==> src/hdl/etx_emesh_pkg.sv <==
package etx_emesh_pkg;

   // Mesh transaction fields
   typedef logic [1:0]  datamode_t;      // Transfer size code
   typedef logic [3:0]  ctrlmode_t;      // Control mode bits
   typedef logic [31:0] addr_t;          // Destination or source address
   typedef logic [31:0] data_t;          // Payload word

   // Channel that a transaction was queued on
   typedef enum logic [1:0]
   {
      CH_WR = 2'd0,                      // Write channel
      CH_RQ = 2'd1,                      // Read request channel
      CH_RR = 2'd2                       // Read response channel
   } chan_t;

   // Stored transaction width
   // Holds write, datamode, ctrlmode, dstaddr, data and srcaddr
   localparam int EMESH_W = 1                   // Write bit
                          + $bits(datamode_t)   // Datamode
                          + $bits(ctrlmode_t)   // Ctrlmode
                          + $bits(addr_t)       // Dstaddr
                          + $bits(data_t)       // Data
                          + $bits(addr_t);      // Srcaddr

endpackage

==> src/hdl/etx_link_pkg.sv <==
package etx_link_pkg;

   // One parallel beat on the link
   typedef logic [63:0] link_data_t;     // Eight bytes, byte 7 sent first
   typedef logic [7:0]  link_frame_t;    // One frame flag per byte

   // Command byte, first byte of beat 0
   typedef struct packed
   {
      logic [3:0] ctrlmode;              // Bits 7..4
      logic [1:0] datamode;              // Bits 3..2
      logic       write;                 // Bit 1
      logic       rsvd;                  // Bit 0, always zero
   } cmd_byte_t;

   // Frame levels
   localparam link_frame_t FRAME_ON  = 8'hff;   // All bytes framed
   localparam link_frame_t FRAME_OFF = 8'h00;   // Idle link

endpackage

==> src/hdl/etx_fifo.sv <==
`timescale 1ns/1ps

module etx_fifo
   import etx_emesh_pkg::*;
#(
   parameter int FIFO_DEPTH      = 8,    // Entries, power of two
   parameter int PROG_FULL_LEVEL = 6     // Occupancy that raises progfull
)
(
   input  logic      tx_lclk_par,
   input  logic      rst,
   input  logic      access,             // Push strobe
   input  logic      write,
   input  datamode_t datamode,
   input  ctrlmode_t ctrlmode,
   input  addr_t     dstaddr,
   input  data_t     data,
   input  addr_t     srcaddr,
   input  logic      pop,                // Removes head at this edge
   output logic      valid,              // Head holds an entry
   output logic      progfull,
   output logic      head_write,
   output datamode_t head_datamode,
   output ctrlmode_t head_ctrlmode,
   output addr_t     head_dstaddr,
   output data_t     head_data,
   output addr_t     head_srcaddr
);

   localparam int PTR_W = (FIFO_DEPTH > 1) ? $clog2(FIFO_DEPTH) : 1;
   localparam int CNT_W = PTR_W + 1;     // Count reaches FIFO_DEPTH

   logic [EMESH_W-1:0] mem [FIFO_DEPTH]; // Entry storage
   logic [EMESH_W-1:0] wr_entry;         // Packed incoming transaction
   logic [EMESH_W-1:0] head_entry;       // Packed entry at read pointer
   logic [PTR_W-1:0]   wr_ptr;
   logic [PTR_W-1:0]   rd_ptr;
   logic [CNT_W-1:0]   count;            // Current occupancy
   logic [CNT_W-1:0]   count_nxt;
   logic               full;
   logic               do_wr;
   logic               do_rd;

   assign wr_entry = {write, datamode, ctrlmode, dstaddr, data, srcaddr};

   assign full  = (count == CNT_W'(FIFO_DEPTH));
   assign valid = (count != '0);
   assign do_wr = access & ~full;        // Push into full queue is dropped
   assign do_rd = pop & valid;

   always_comb
   begin
      count_nxt = count;
      if (do_wr && !do_rd)
      begin
         count_nxt = count + 1'b1;       // Grows by one
      end
      else if (do_rd && !do_wr)
      begin
         count_nxt = count - 1'b1;       // Shrinks by one
      end
   end

   // Pointers, count and flag
   always_ff @(posedge tx_lclk_par)
   begin
      if (rst)
      begin
         wr_ptr   <= '0;
         rd_ptr   <= '0;
         count    <= '0;
         progfull <= 1'b0;
      end
      else
      begin
         if (do_wr)
            wr_ptr <= wr_ptr + 1'b1;     // Wraps at depth
         if (do_rd)
            rd_ptr <= rd_ptr + 1'b1;
         count    <= count_nxt;
         progfull <= (count_nxt >= CNT_W'(PROG_FULL_LEVEL));  // Registered from next count
      end
   end

   // Storage array
   always_ff @(posedge tx_lclk_par)
   begin
      if (do_wr)
         mem[wr_ptr] <= wr_entry;
   end

   // Head falls through from the array
   assign head_entry = mem[rd_ptr];
   assign {head_write, head_datamode, head_ctrlmode,
           head_dstaddr, head_data, head_srcaddr} = head_entry;

endmodule

==> src/hdl/etx_arbiter.sv <==
`timescale 1ns/1ps

module etx_arbiter
   import etx_emesh_pkg::*;
(
   input  logic      tx_lclk_par,
   input  logic      rst,
   input  logic      tx_enable,          // Low stops new grants
   // Write queue head
   input  logic      wr_valid,
   input  logic      wr_write,
   input  datamode_t wr_datamode,
   input  ctrlmode_t wr_ctrlmode,
   input  addr_t     wr_dstaddr,
   input  data_t     wr_data,
   input  addr_t     wr_srcaddr,
   // Read request queue head
   input  logic      rq_valid,
   input  logic      rq_write,
   input  datamode_t rq_datamode,
   input  ctrlmode_t rq_ctrlmode,
   input  addr_t     rq_dstaddr,
   input  data_t     rq_data,
   input  addr_t     rq_srcaddr,
   // Read response queue head
   input  logic      rr_valid,
   input  logic      rr_write,
   input  datamode_t rr_datamode,
   input  ctrlmode_t rr_ctrlmode,
   input  addr_t     rr_dstaddr,
   input  data_t     rr_data,
   input  addr_t     rr_srcaddr,
   input  logic      wr_wait_sync,       // Blocks wr and rr
   input  logic      rd_wait_sync,       // Blocks rq
   input  logic      etx_ack,            // Slot consumed this edge
   output logic      wr_pop,
   output logic      rq_pop,
   output logic      rr_pop,
   output logic      etx_access,         // Slot loaded
   output logic      etx_write,
   output datamode_t etx_datamode,
   output ctrlmode_t etx_ctrlmode,
   output addr_t     etx_dstaddr,
   output data_t     etx_data,
   output addr_t     etx_srcaddr
);

   logic  wr_elig;
   logic  rq_elig;
   logic  rr_elig;
   logic  any_elig;
   logic  slot_free;                     // Empty or emptied this edge
   logic  load;
   chan_t sel_chan;                      // Winning channel

   assign wr_elig  = tx_enable & wr_valid & ~wr_wait_sync;
   assign rq_elig  = tx_enable & rq_valid & ~rd_wait_sync;
   assign rr_elig  = tx_enable & rr_valid & ~wr_wait_sync;  // Responses are writes on the link
   assign any_elig = wr_elig | rq_elig | rr_elig;

   assign slot_free = ~etx_access | etx_ack;
   assign load      = slot_free & any_elig;

   // Fixed priority rr over rq over wr
   always_comb
   begin
      if (rr_elig)
         sel_chan = CH_RR;
      else if (rq_elig)
         sel_chan = CH_RQ;
      else
         sel_chan = CH_WR;
   end

   assign wr_pop = load & (sel_chan == CH_WR);
   assign rq_pop = load & (sel_chan == CH_RQ);
   assign rr_pop = load & (sel_chan == CH_RR);

   // Slot occupancy
   always_ff @(posedge tx_lclk_par)
   begin
      if (rst)
         etx_access <= 1'b0;
      else if (slot_free)
         etx_access <= any_elig;         // Refill or go empty
   end

   // Slot payload taken from the popped head
   always_ff @(posedge tx_lclk_par)
   begin
      if (load)
      begin
         case (sel_chan)
            CH_RR:
            begin
               {etx_write, etx_datamode, etx_ctrlmode} <= {rr_write, rr_datamode, rr_ctrlmode};
               {etx_dstaddr, etx_data, etx_srcaddr}    <= {rr_dstaddr, rr_data, rr_srcaddr};
            end
            CH_RQ:
            begin
               {etx_write, etx_datamode, etx_ctrlmode} <= {rq_write, rq_datamode, rq_ctrlmode};
               {etx_dstaddr, etx_data, etx_srcaddr}    <= {rq_dstaddr, rq_data, rq_srcaddr};
            end
            default:
            begin
               {etx_write, etx_datamode, etx_ctrlmode} <= {wr_write, wr_datamode, wr_ctrlmode};
               {etx_dstaddr, etx_data, etx_srcaddr}    <= {wr_dstaddr, wr_data, wr_srcaddr};
            end
         endcase
      end
   end

endmodule

==> src/hdl/etx_protocol.sv <==
`timescale 1ns/1ps

module etx_protocol
   import etx_emesh_pkg::*;
   import etx_link_pkg::*;
(
   input  logic        tx_lclk_par,
   input  logic        rst,
   // Transaction slot from the arbiter
   input  logic        etx_access,
   input  logic        etx_write,
   input  datamode_t   etx_datamode,
   input  ctrlmode_t   etx_ctrlmode,
   input  addr_t       etx_dstaddr,
   input  data_t       etx_data,
   input  addr_t       etx_srcaddr,
   // Back-pressure levels from the far end
   input  logic        tx_wr_wait,
   input  logic        tx_rd_wait,
   output logic        etx_ack,          // Slot taken this edge
   output logic        wr_wait_sync,
   output logic        rd_wait_sync,
   output logic [1:0]  wait_status,      // {wr_wait, rd_wait}
   output link_frame_t tx_frame_par,
   output link_data_t  tx_data_par
);

   logic       wr_wait_meta;             // First sync stage
   logic       rd_wait_meta;
   logic       beat1_pend;               // Beat 1 goes out next edge
   cmd_byte_t  cmd;
   link_data_t beat0;
   link_data_t beat1;
   link_data_t beat1_q;                  // Held second beat

   // Wait level synchronizer
   always_ff @(posedge tx_lclk_par)
   begin
      if (rst)
      begin
         wr_wait_meta <= 1'b0;
         rd_wait_meta <= 1'b0;
         wr_wait_sync <= 1'b0;
         rd_wait_sync <= 1'b0;
      end
      else
      begin
         wr_wait_meta <= tx_wr_wait;
         rd_wait_meta <= tx_rd_wait;
         wr_wait_sync <= wr_wait_meta;
         rd_wait_sync <= rd_wait_meta;
      end
   end

   assign wait_status = {wr_wait_sync, rd_wait_sync};   // Readback of wait levels

   // Take a slot unless beat 1 is still owed
   assign etx_ack = etx_access & ~beat1_pend;

   // Command byte layout
   always_comb
   begin
      cmd          = '0;                 // Bit 0 stays zero
      cmd.ctrlmode = etx_ctrlmode;
      cmd.datamode = etx_datamode;
      cmd.write    = etx_write;
   end

   // Beat 0 is cmd, dstaddr, data bytes 3..1
   assign beat0 = {cmd, etx_dstaddr, etx_data[31:8]};
   // Beat 1 is data byte 0, srcaddr, zero pad
   assign beat1 = {etx_data[7:0], etx_srcaddr, 24'h000000};

   // Framer control and output beats
   always_ff @(posedge tx_lclk_par)
   begin
      if (rst)
      begin
         beat1_pend   <= 1'b0;
         tx_frame_par <= FRAME_OFF;
         tx_data_par  <= '0;
      end
      else if (etx_ack)
      begin
         beat1_pend   <= 1'b1;           // Second beat follows
         tx_frame_par <= FRAME_ON;
         tx_data_par  <= beat0;
      end
      else if (beat1_pend)
      begin
         beat1_pend   <= 1'b0;
         tx_frame_par <= FRAME_ON;
         tx_data_par  <= beat1_q;
      end
      else
      begin
         tx_frame_par <= FRAME_OFF;      // Idle link
         tx_data_par  <= '0;
      end
   end

   // Second beat captured with the ack
   always_ff @(posedge tx_lclk_par)
   begin
      if (etx_ack)
         beat1_q <= beat1;
   end

endmodule

==> src/hdl/etx_top.sv <==
`timescale 1ns/1ps

module etx_top
   import etx_emesh_pkg::*;
   import etx_link_pkg::*;
#(
   parameter int FIFO_DEPTH      = 8,    // Entries per queue
   parameter int PROG_FULL_LEVEL = 6     // Progfull threshold per queue
)
(
   input  logic        tx_lclk_par,
   input  logic        rst,
   input  logic        tx_enable,
   // Write channel
   input  logic        wr_access,
   input  logic        wr_write,
   input  datamode_t   wr_datamode,
   input  ctrlmode_t   wr_ctrlmode,
   input  addr_t       wr_dstaddr,
   input  data_t       wr_data,
   input  addr_t       wr_srcaddr,
   // Read request channel
   input  logic        rq_access,
   input  logic        rq_write,
   input  datamode_t   rq_datamode,
   input  ctrlmode_t   rq_ctrlmode,
   input  addr_t       rq_dstaddr,
   input  data_t       rq_data,
   input  addr_t       rq_srcaddr,
   // Read response channel
   input  logic        rr_access,
   input  logic        rr_write,
   input  datamode_t   rr_datamode,
   input  ctrlmode_t   rr_ctrlmode,
   input  addr_t       rr_dstaddr,
   input  data_t       rr_data,
   input  addr_t       rr_srcaddr,
   input  logic        tx_wr_wait,
   input  logic        tx_rd_wait,
   output logic        wr_progfull,
   output logic        rq_progfull,
   output logic        rr_progfull,
   output logic [1:0]  wait_status,
   output link_frame_t tx_frame_par,
   output link_data_t  tx_data_par
);

   // Queue heads and pops
   logic      wr_fifo_valid, rq_fifo_valid, rr_fifo_valid;
   logic      wr_fifo_write, rq_fifo_write, rr_fifo_write;
   datamode_t wr_fifo_datamode, rq_fifo_datamode, rr_fifo_datamode;
   ctrlmode_t wr_fifo_ctrlmode, rq_fifo_ctrlmode, rr_fifo_ctrlmode;
   addr_t     wr_fifo_dstaddr, rq_fifo_dstaddr, rr_fifo_dstaddr;
   data_t     wr_fifo_data, rq_fifo_data, rr_fifo_data;
   addr_t     wr_fifo_srcaddr, rq_fifo_srcaddr, rr_fifo_srcaddr;
   logic      wr_pop, rq_pop, rr_pop;
   // Slot between arbiter and protocol
   logic      etx_access, etx_ack, etx_write;
   datamode_t etx_datamode;
   ctrlmode_t etx_ctrlmode;
   addr_t     etx_dstaddr, etx_srcaddr;
   data_t     etx_data;
   logic      wr_wait_sync, rd_wait_sync;

   etx_fifo #(.FIFO_DEPTH(FIFO_DEPTH), .PROG_FULL_LEVEL(PROG_FULL_LEVEL)) wr_fifo_i (
      .tx_lclk_par(tx_lclk_par), .rst(rst), .access(wr_access), .write(wr_write),
      .datamode(wr_datamode), .ctrlmode(wr_ctrlmode), .dstaddr(wr_dstaddr),
      .data(wr_data), .srcaddr(wr_srcaddr), .pop(wr_pop), .valid(wr_fifo_valid),
      .progfull(wr_progfull), .head_write(wr_fifo_write), .head_datamode(wr_fifo_datamode),
      .head_ctrlmode(wr_fifo_ctrlmode), .head_dstaddr(wr_fifo_dstaddr),
      .head_data(wr_fifo_data), .head_srcaddr(wr_fifo_srcaddr));

   etx_fifo #(.FIFO_DEPTH(FIFO_DEPTH), .PROG_FULL_LEVEL(PROG_FULL_LEVEL)) rq_fifo_i (
      .tx_lclk_par(tx_lclk_par), .rst(rst), .access(rq_access), .write(rq_write),
      .datamode(rq_datamode), .ctrlmode(rq_ctrlmode), .dstaddr(rq_dstaddr),
      .data(rq_data), .srcaddr(rq_srcaddr), .pop(rq_pop), .valid(rq_fifo_valid),
      .progfull(rq_progfull), .head_write(rq_fifo_write), .head_datamode(rq_fifo_datamode),
      .head_ctrlmode(rq_fifo_ctrlmode), .head_dstaddr(rq_fifo_dstaddr),
      .head_data(rq_fifo_data), .head_srcaddr(rq_fifo_srcaddr));

   etx_fifo #(.FIFO_DEPTH(FIFO_DEPTH), .PROG_FULL_LEVEL(PROG_FULL_LEVEL)) rr_fifo_i (
      .tx_lclk_par(tx_lclk_par), .rst(rst), .access(rr_access), .write(rr_write),
      .datamode(rr_datamode), .ctrlmode(rr_ctrlmode), .dstaddr(rr_dstaddr),
      .data(rr_data), .srcaddr(rr_srcaddr), .pop(rr_pop), .valid(rr_fifo_valid),
      .progfull(rr_progfull), .head_write(rr_fifo_write), .head_datamode(rr_fifo_datamode),
      .head_ctrlmode(rr_fifo_ctrlmode), .head_dstaddr(rr_fifo_dstaddr),
      .head_data(rr_fifo_data), .head_srcaddr(rr_fifo_srcaddr));

   etx_arbiter etx_arbiter_i (
      .tx_lclk_par(tx_lclk_par), .rst(rst), .tx_enable(tx_enable),
      .wr_valid(wr_fifo_valid), .wr_write(wr_fifo_write), .wr_datamode(wr_fifo_datamode),
      .wr_ctrlmode(wr_fifo_ctrlmode), .wr_dstaddr(wr_fifo_dstaddr),
      .wr_data(wr_fifo_data), .wr_srcaddr(wr_fifo_srcaddr),
      .rq_valid(rq_fifo_valid), .rq_write(rq_fifo_write), .rq_datamode(rq_fifo_datamode),
      .rq_ctrlmode(rq_fifo_ctrlmode), .rq_dstaddr(rq_fifo_dstaddr),
      .rq_data(rq_fifo_data), .rq_srcaddr(rq_fifo_srcaddr),
      .rr_valid(rr_fifo_valid), .rr_write(rr_fifo_write), .rr_datamode(rr_fifo_datamode),
      .rr_ctrlmode(rr_fifo_ctrlmode), .rr_dstaddr(rr_fifo_dstaddr),
      .rr_data(rr_fifo_data), .rr_srcaddr(rr_fifo_srcaddr),
      .wr_wait_sync(wr_wait_sync), .rd_wait_sync(rd_wait_sync), .etx_ack(etx_ack),
      .wr_pop(wr_pop), .rq_pop(rq_pop), .rr_pop(rr_pop), .etx_access(etx_access),
      .etx_write(etx_write), .etx_datamode(etx_datamode), .etx_ctrlmode(etx_ctrlmode),
      .etx_dstaddr(etx_dstaddr), .etx_data(etx_data), .etx_srcaddr(etx_srcaddr));

   etx_protocol etx_protocol_i (
      .tx_lclk_par(tx_lclk_par), .rst(rst), .etx_access(etx_access),
      .etx_write(etx_write), .etx_datamode(etx_datamode), .etx_ctrlmode(etx_ctrlmode),
      .etx_dstaddr(etx_dstaddr), .etx_data(etx_data), .etx_srcaddr(etx_srcaddr),
      .tx_wr_wait(tx_wr_wait), .tx_rd_wait(tx_rd_wait), .etx_ack(etx_ack),
      .wr_wait_sync(wr_wait_sync), .rd_wait_sync(rd_wait_sync),
      .wait_status(wait_status), .tx_frame_par(tx_frame_par), .tx_data_par(tx_data_par));

endmodule

==> config.mk <==
export PLATFORM = sky130hd
export DESIGN_NAME = etx_top
export DESIGN_NICKNAME = d
export VERILOG_FILES = /design/src/hdl/etx_emesh_pkg.sv /design/src/hdl/etx_link_pkg.sv /design/src/hdl/etx_fifo.sv /design/src/hdl/etx_arbiter.sv /design/src/hdl/etx_protocol.sv /design/src/hdl/etx_top.sv
export SDC_FILE = /design/constraint.sdc
export NUM_CORES = 2
export LEC_CHECK = 0
export BUFFER_PORTS_ARGS = -buffer_cell sky130_fd_sc_hd__clkbuf_2
export CORE_ASPECT_RATIO = 0.9
export CORE_UTILIZATION = 39
export CTS_CLUSTER_DIAMETER = 150
export CTS_CLUSTER_SIZE = 28
export DETAILED_ROUTE_END_ITERATION = 16
export SLEW_MARGIN = 30
export SYNTH_ARGS = -nofsm -noshare
export SYNTH_HDL_FRONTEND = slang
export SYNTH_SLANG_ARGS = --single-unit
==> constraint.sdc <==
create_clock -name tx_lclk_par -period 23.7 [get_ports tx_lclk_par]
set_input_delay 0 -clock tx_lclk_par [delete_from_list [all_inputs] [get_ports tx_lclk_par]]
set_output_delay 0 -clock tx_lclk_par [all_outputs]
set_load 0.005 [all_outputs]
# After elaboration in Yosys (flattened, before gate mapping)
# Memory sizes are Yosys's and may differ from the RTL's. A register that Yosys moved wholly into a read port is not among the register bits.
# Index checks and enable logic that the tools add are counted.
# totals
reg_bits	254
ramBits	2472
input_bits	317
output_inout_bits	77
mem_count	3
# mem_list
name	words	word_bits	read_ports	rd_ports_with_merged_regs	write_ports	line	rtl
rq_fifo_i.mem	8	103	1	1	1	etx_fifo.sv:33	logic [EMESH_W-1:0] mem [FIFO_DEPTH];
rr_fifo_i.mem	8	103	1	1	1	etx_fifo.sv:33	
wr_fifo_i.mem	8	103	1	1	1	etx_fifo.sv:33	
# classes
add_sub_neg	12
n_lt_le_gt_ge	3
n_eq_ne	5
muxes	31
bitwise	27
n_reduce_logical	17
# ops
cell	n
$pmux 32 s2	3
$mux 64	2
$mux 4	6
$add 3x1->3 const B	6
$mux 3	6
$and 1x1->1	17
$mux 8	2
$add 4x1->4 const B	3
$eq 4x4->1 const B	3
$ge 4x3->1 const B	3
$reduce_bool 4->1	3
$sub 4x1->4 const B	3
$mux 1	8
$pmux 4 s2	1
$not 1->1	7
$logic_and 1x1->1	6
$logic_not 1->1	6
$pmux 2 s2	1
$or 1x1->1	3
$reduce_or 3->1	1
$eq 2x1->1 const B	1
$eq 2x2->1 const B	1
$logic_not 2->1	1
$mux 2	1
$pmux 1 s2	1

# Depth between registers and ports, before layout
# depth
depth_word	12
mapped_depth	10

# Hierarchy
# Synthesis repeated with hierarchy kept, for this count alone.
# hier_totals
hier_cells	4468
hier_area_um2	105504.9
# modules_own_cells
module	instances	cells_per_inst	area_per_inst_um2	seq_area_each_um2
etx_fifo (rq_fifo_i ...)	2	1278	31971.9	25024.0
etx_fifo (rr_fifo_i)	1	1276	31564.0	25024.0
etx_arbiter	1	349	6356.1	3113.0
etx_protocol	1	287	3641.0	2602.5

# Worst setup path after synthesis
# OpenSTA, ideal clock, no wires.
# synth_path
kind	register -> register
from	register wr_fifo_i.count[0]
to	memory wr_fifo_i.mem[0][0] (netlist bit) (enable)
arrival_time_ns	10.696
setup_slack_ns	12.187
stages_incl_launch_ff	7
path_buffers	1
period_less_slack_ns	11.513
path_cell_list	dfxtp_1 -> inv_1 -> ha_1 -> nand3b_1 -> nand2_1 -> clkbuf_1 -> nor4_1
# synth_between
elab_chain_len	5
# synth_lines
item	line	rtl
start, declared	etx_fifo.sv:38	logic [CNT_W-1:0] count;
start signal, assigned	etx_fifo.sv:80	count <= count_nxt;
$eq 4x4->1	etx_fifo.sv:46	assign full = (count == CNT_W'(FIFO_DEPTH));
$not 1->1	etx_fifo.sv:48	assign do_wr = access & ~full;
$and 1x1->1	etx_fifo.sv:48	
$mux 1	etx_fifo.sv:88	if (do_wr)
$mux 1 (implied by the code)	etx_fifo.sv:89	mem[wr_ptr] <= wr_entry;
end, declared	etx_fifo.sv:33	
# No other way between the ends.

==> flow_metrics.py <==
metrics = {
    "floorplanning": {
        "die_x_um": 543,
        "dieArea_sq_um": 265000,
        "start_util_pct": 39.2,
        "ios": 394,
        "die_h_um": 489,
        "core_sq_um": 261000,
        "core.rowCount": 178,
    },
    "power": {
        "ir_drop_mv": 0.0736,
        "power.density_nw_per_um2": 93.0,
        "power_leakage_nw": 35.0,
    },
    "sta": {
        "period_minus_slack_ns": 4.81,
        "finalSetupTns_ns": 0,
        "relSlewSlack_pct": 22.3,
        "fmax_ghz": 0.208,
        "skew_ns": 0.0595,
        "finalSetupViolations": 0,
        "worst_pin_slew_ns": 1.16,
        "fin_crit_sh_pct": 20.3,
        "hold_viol": 0,
        "drv_slew": 0,
        "rsz0062_at_grt": "false",
    },
    "worst_hold_path": {
        "hold_path.class": "in -> reg",
        "min_path_cells": 2,
    },
    "logic_synthesis": {
        "netlist.top_cell.by_area": "edfxtp_1",
        "synth-edff-count": 2615,
        "synth_cell_types": 50,
        "synthTopCellsByCount": "2615 x edfxtp_1, 618 x mux4_2, 274 x mux2i_1, 169 x nor2_1, 169 x o21ai_0",
        "ys_warn_count": 0,
        "yosysSeqAreaShare_pct": 78.8,
        "syn_avg_cell_area_sq_um": 22.6,
        "synth_most_common_cell": "edfxtp_1",
        "syn_area_sq_um": 103000,
        "ys.flop_type": "edfxtp_1",
        "synthArstFlopShare_pct": 0,
        "ys_ff_latch": 2728,
        "syn_inst": 4546,
        "synth_top_area_share_pct": 76.6,
        "yosys-top-cells-area": "edfxtp_1 77%, mux4_2 14%, mux2i_1 2.7%, dfxtp_1 2.2%, o21ai_0 0.82%",
        "synth.net_count": 4875,
    },
    "setup_path": {
        "cp_num_cells": 6,
        "cpMostUsedCell": "buf_4",
        "crit_family": "buffers and inverters",
        "arrival_ns": 5.34,
        "critical_path_class": "reg -> reg",
        "cp-end-kind": "flop",
        "cpMaxStageDelayCell": "buf_4",
        "startpoint_type": "flop",
        "critPathBufInv": 3,
        "cp_max_fo": 39,
        "worstPathRequired_ns": 24.23,
        "crit_path_max_incr_delay_ns": 0.80,
        "reg2reg_depth": 6,
        "crit_chain": "buf_4, buf_4, buf_4, mux4_2, mux2i_1, o21ai_0",
    },
    "drt": {
        "dr.max_layer_used": "met5",
        "dr_wl_met3_mm": 22.4,
        "postRouteAntennaNets": 0,
        "drt_drc_violations_left": 0,
        "drt_first_pass_iters": 5,
        "wirelength_mm": 282,
        "via_per_inst": 5.54,
        "wire_per_inst_um": 31.8,
        "drt-initial-drc-count": 5816,
        "wl_met2_mm": 135,
        "via_count": 49100,
        "wl_met1_mm": 116,
    },
    "grt": {
        "overflow": 0,
        "grt_pass1_vias": 48400,
        "grt_start_max_net_pins": 131,
        "grt.total_usage_pct": 21.0,
        "grt_pass1_wl_mm": 388,
        "antenna_found_initial": 130,
    },
    "placed_design": {
        "gp_congestion": 0.809,
        "place_hpwl_mm": 179,
        "port_buffers": 393,
        "post_dp_cell_area_sq_um": 109000,
    },
    "layout": {
        "postLayoutCoreUtil_pct": 44.2,
        "nFillCells": 22200,
        "final_area_sq_um": 116000,
        "drive_gt1_share_pct": 24.8,
        "area_delta_synth_final_pct": 12.7,
        "multiInputGateArea_sq_um": 20800,
        "final_nets": 5553,
        "seqCellArea_sq_um": 80800,
    },
    "flow_run": {
        "cap_violations": 0,
    },
    "run_status": {
        "status": "finished, final reports clean",
    },
    "clocking": {
        "clk_latency_ns": 0.81,
        "cts_inserted_buffers": 108,
        "cts_resized": 0,
        "clockRootBuffer": "clkbuf_16",
        "cts_tree": "done",
        "clock-sinks": 2728,
        "cts.path.max_buffers": 3,
        "htreeDepth": 3,
        "path_clk_slew_ns": 0.11,
    },
}
path summary, 6_finish.rpt:
path                                       from                       endpoint  slack [ns]
hold reg to reg   etx_arbiter_i.etx_srcaddr[13]     etx_protocol_i.beat1_q[37]        0.43
setup / recovery                           flop  etx_arbiter_i.etx_srcaddr[24]       18.89
setup reg to reg                           flop  etx_arbiter_i.etx_srcaddr[24]       18.89
hold / removal                      wr_data[18]           wr_fifo_i.mem[0][50]        0.03
routing by layer:
| layer | global-route usage (%) | up-vias |
|---|---|---|
| met5 | 0 | - |
| met4 | 5.68 | 84 |
| met3 | 4.35 | 379 |
| met2 | 33.8 | 1892 |
| met1 | 29.0 | 26600 |
| li1 | - | 20200 |
through the flow:
step / hold slack [ns] / power, mW / setup slack (ns) / instances
3_3_place_gp: 0.214 / 8.49 / 18.66 / 8277
3_5_place_dp: 0.227 / 8.54 / 18.66 / 8283
6_report: 0.0314 / 10.8 / 18.89 / 8855
5_1_grt: 0.0141 / 11.1 / 18.52 / 8823
2_1_floorplan: 0.0989 / 7.53 / 12.19 / 4546
4_1_cts: 0.000620 / 10.8 / 18.67 / 8801
cells by family (layout without fill, tap and decap cells):
family / count (synthesis) / in the layout / share of synthesized area, %
compound gates: 275 / 275 / 1.66
xor+xnor: 22 / 22 / 0.188
fa+ha+maj: 14 / 14 / 0.166
buf+inv: 262 / 1010 / 1.17
flops: 2728 / 2728 / 78.8
mux: 932 / 932 / 16.7
other cells: 0 / 51 / 0
simple gates: 313 / 313 / 1.37
power breakdown:
| part | total [mW] | internal, mW | leakage, nW | switching [mW] |
|---|---|---|---|---|
| sequential | 5.97 | 5.74 | 24.8 | 0.233 |
| combinational | 2.48 | 0.995 | 8.76 | 1.48 |
| clock | 2.31 | 0.884 | 1.48 | 1.42 |
| total | 10.8 | 7.62 | 35.0 | 3.14 |
registers in the layout (all words and copies together) (netlist names), 4 cells and up, named ones only:
register / cells
wr_fifo_i.mem: 824
rr_fifo_i.mem: 824
rq_fifo_i.count: 4
etx_arbiter_i.etx_ctrlmode: 4
etx_arbiter_i.etx_data: 32
etx_protocol_i.tx_data_par: 64
wr_fifo_i.count: 4
etx_protocol_i.beat1_q: 40
rr_fifo_i.count: 4
etx_arbiter_i.etx_srcaddr: 32
etx_arbiter_i.etx_dstaddr: 32
rq_fifo_i.mem: 824
area by class of cell:
cell class              instances  area share, %
diodes                         51          0.110
clock buffers                 174           2.59
clock inverters                 6         0.0963
multi-input cells            1556           18.0
well taps                    3510           3.80
repair buffers                820           5.49
flip-flops and latches       2728           69.9
inverters                      10         0.0325
worst reg2reg max path: stages, from the launching register on:
cell     delay, ns
dfxtp_4       0.78
buf_4         0.75
buf_4         0.85
buf_4         0.76
mux4_2        0.62
mux2i_1       0.62
o21ai_0       0.16
repair_timing:
item	in CTS	in global routing
setup buffers	0	0
hold buffers	338	0
endpoints found under the setup margin	0	0
endpoints found under the hold margin	2521	0
placed cells by master (no fill, tap or decap), drive strengths merged, types with 3 or more instances in the layout:
| cell | count |
|---|---|
| edfxtp | 2615 |
| mux4 | 618 |
| clkbuf | 567 |
| dlygate4sd3 | 338 |
| mux2i | 274 |
| o21ai | 171 |
| nor2 | 169 |
| dfxtp | 113 |
| buf | 89 |
| nand2 | 63 |
| diode | 51 |
| mux2 | 40 |
| o211ai | 39 |
| a22o | 39 |
| and2 | 29 |
| nor3 | 17 |
| xnor2 | 14 |
| inv | 13 |
| ha | 12 |
| nor2b | 10 |
| nand2b | 9 |
| xor2 | 8 |
| a21oi | 7 |
| nand3b | 4 |
| a31oi | 4 |
| nor4 | 3 |
| o22ai | 3 |
| nand3 | 3 |
| clkinv | 3 |
No activity file was read; power rests on OpenSTA's default activity.
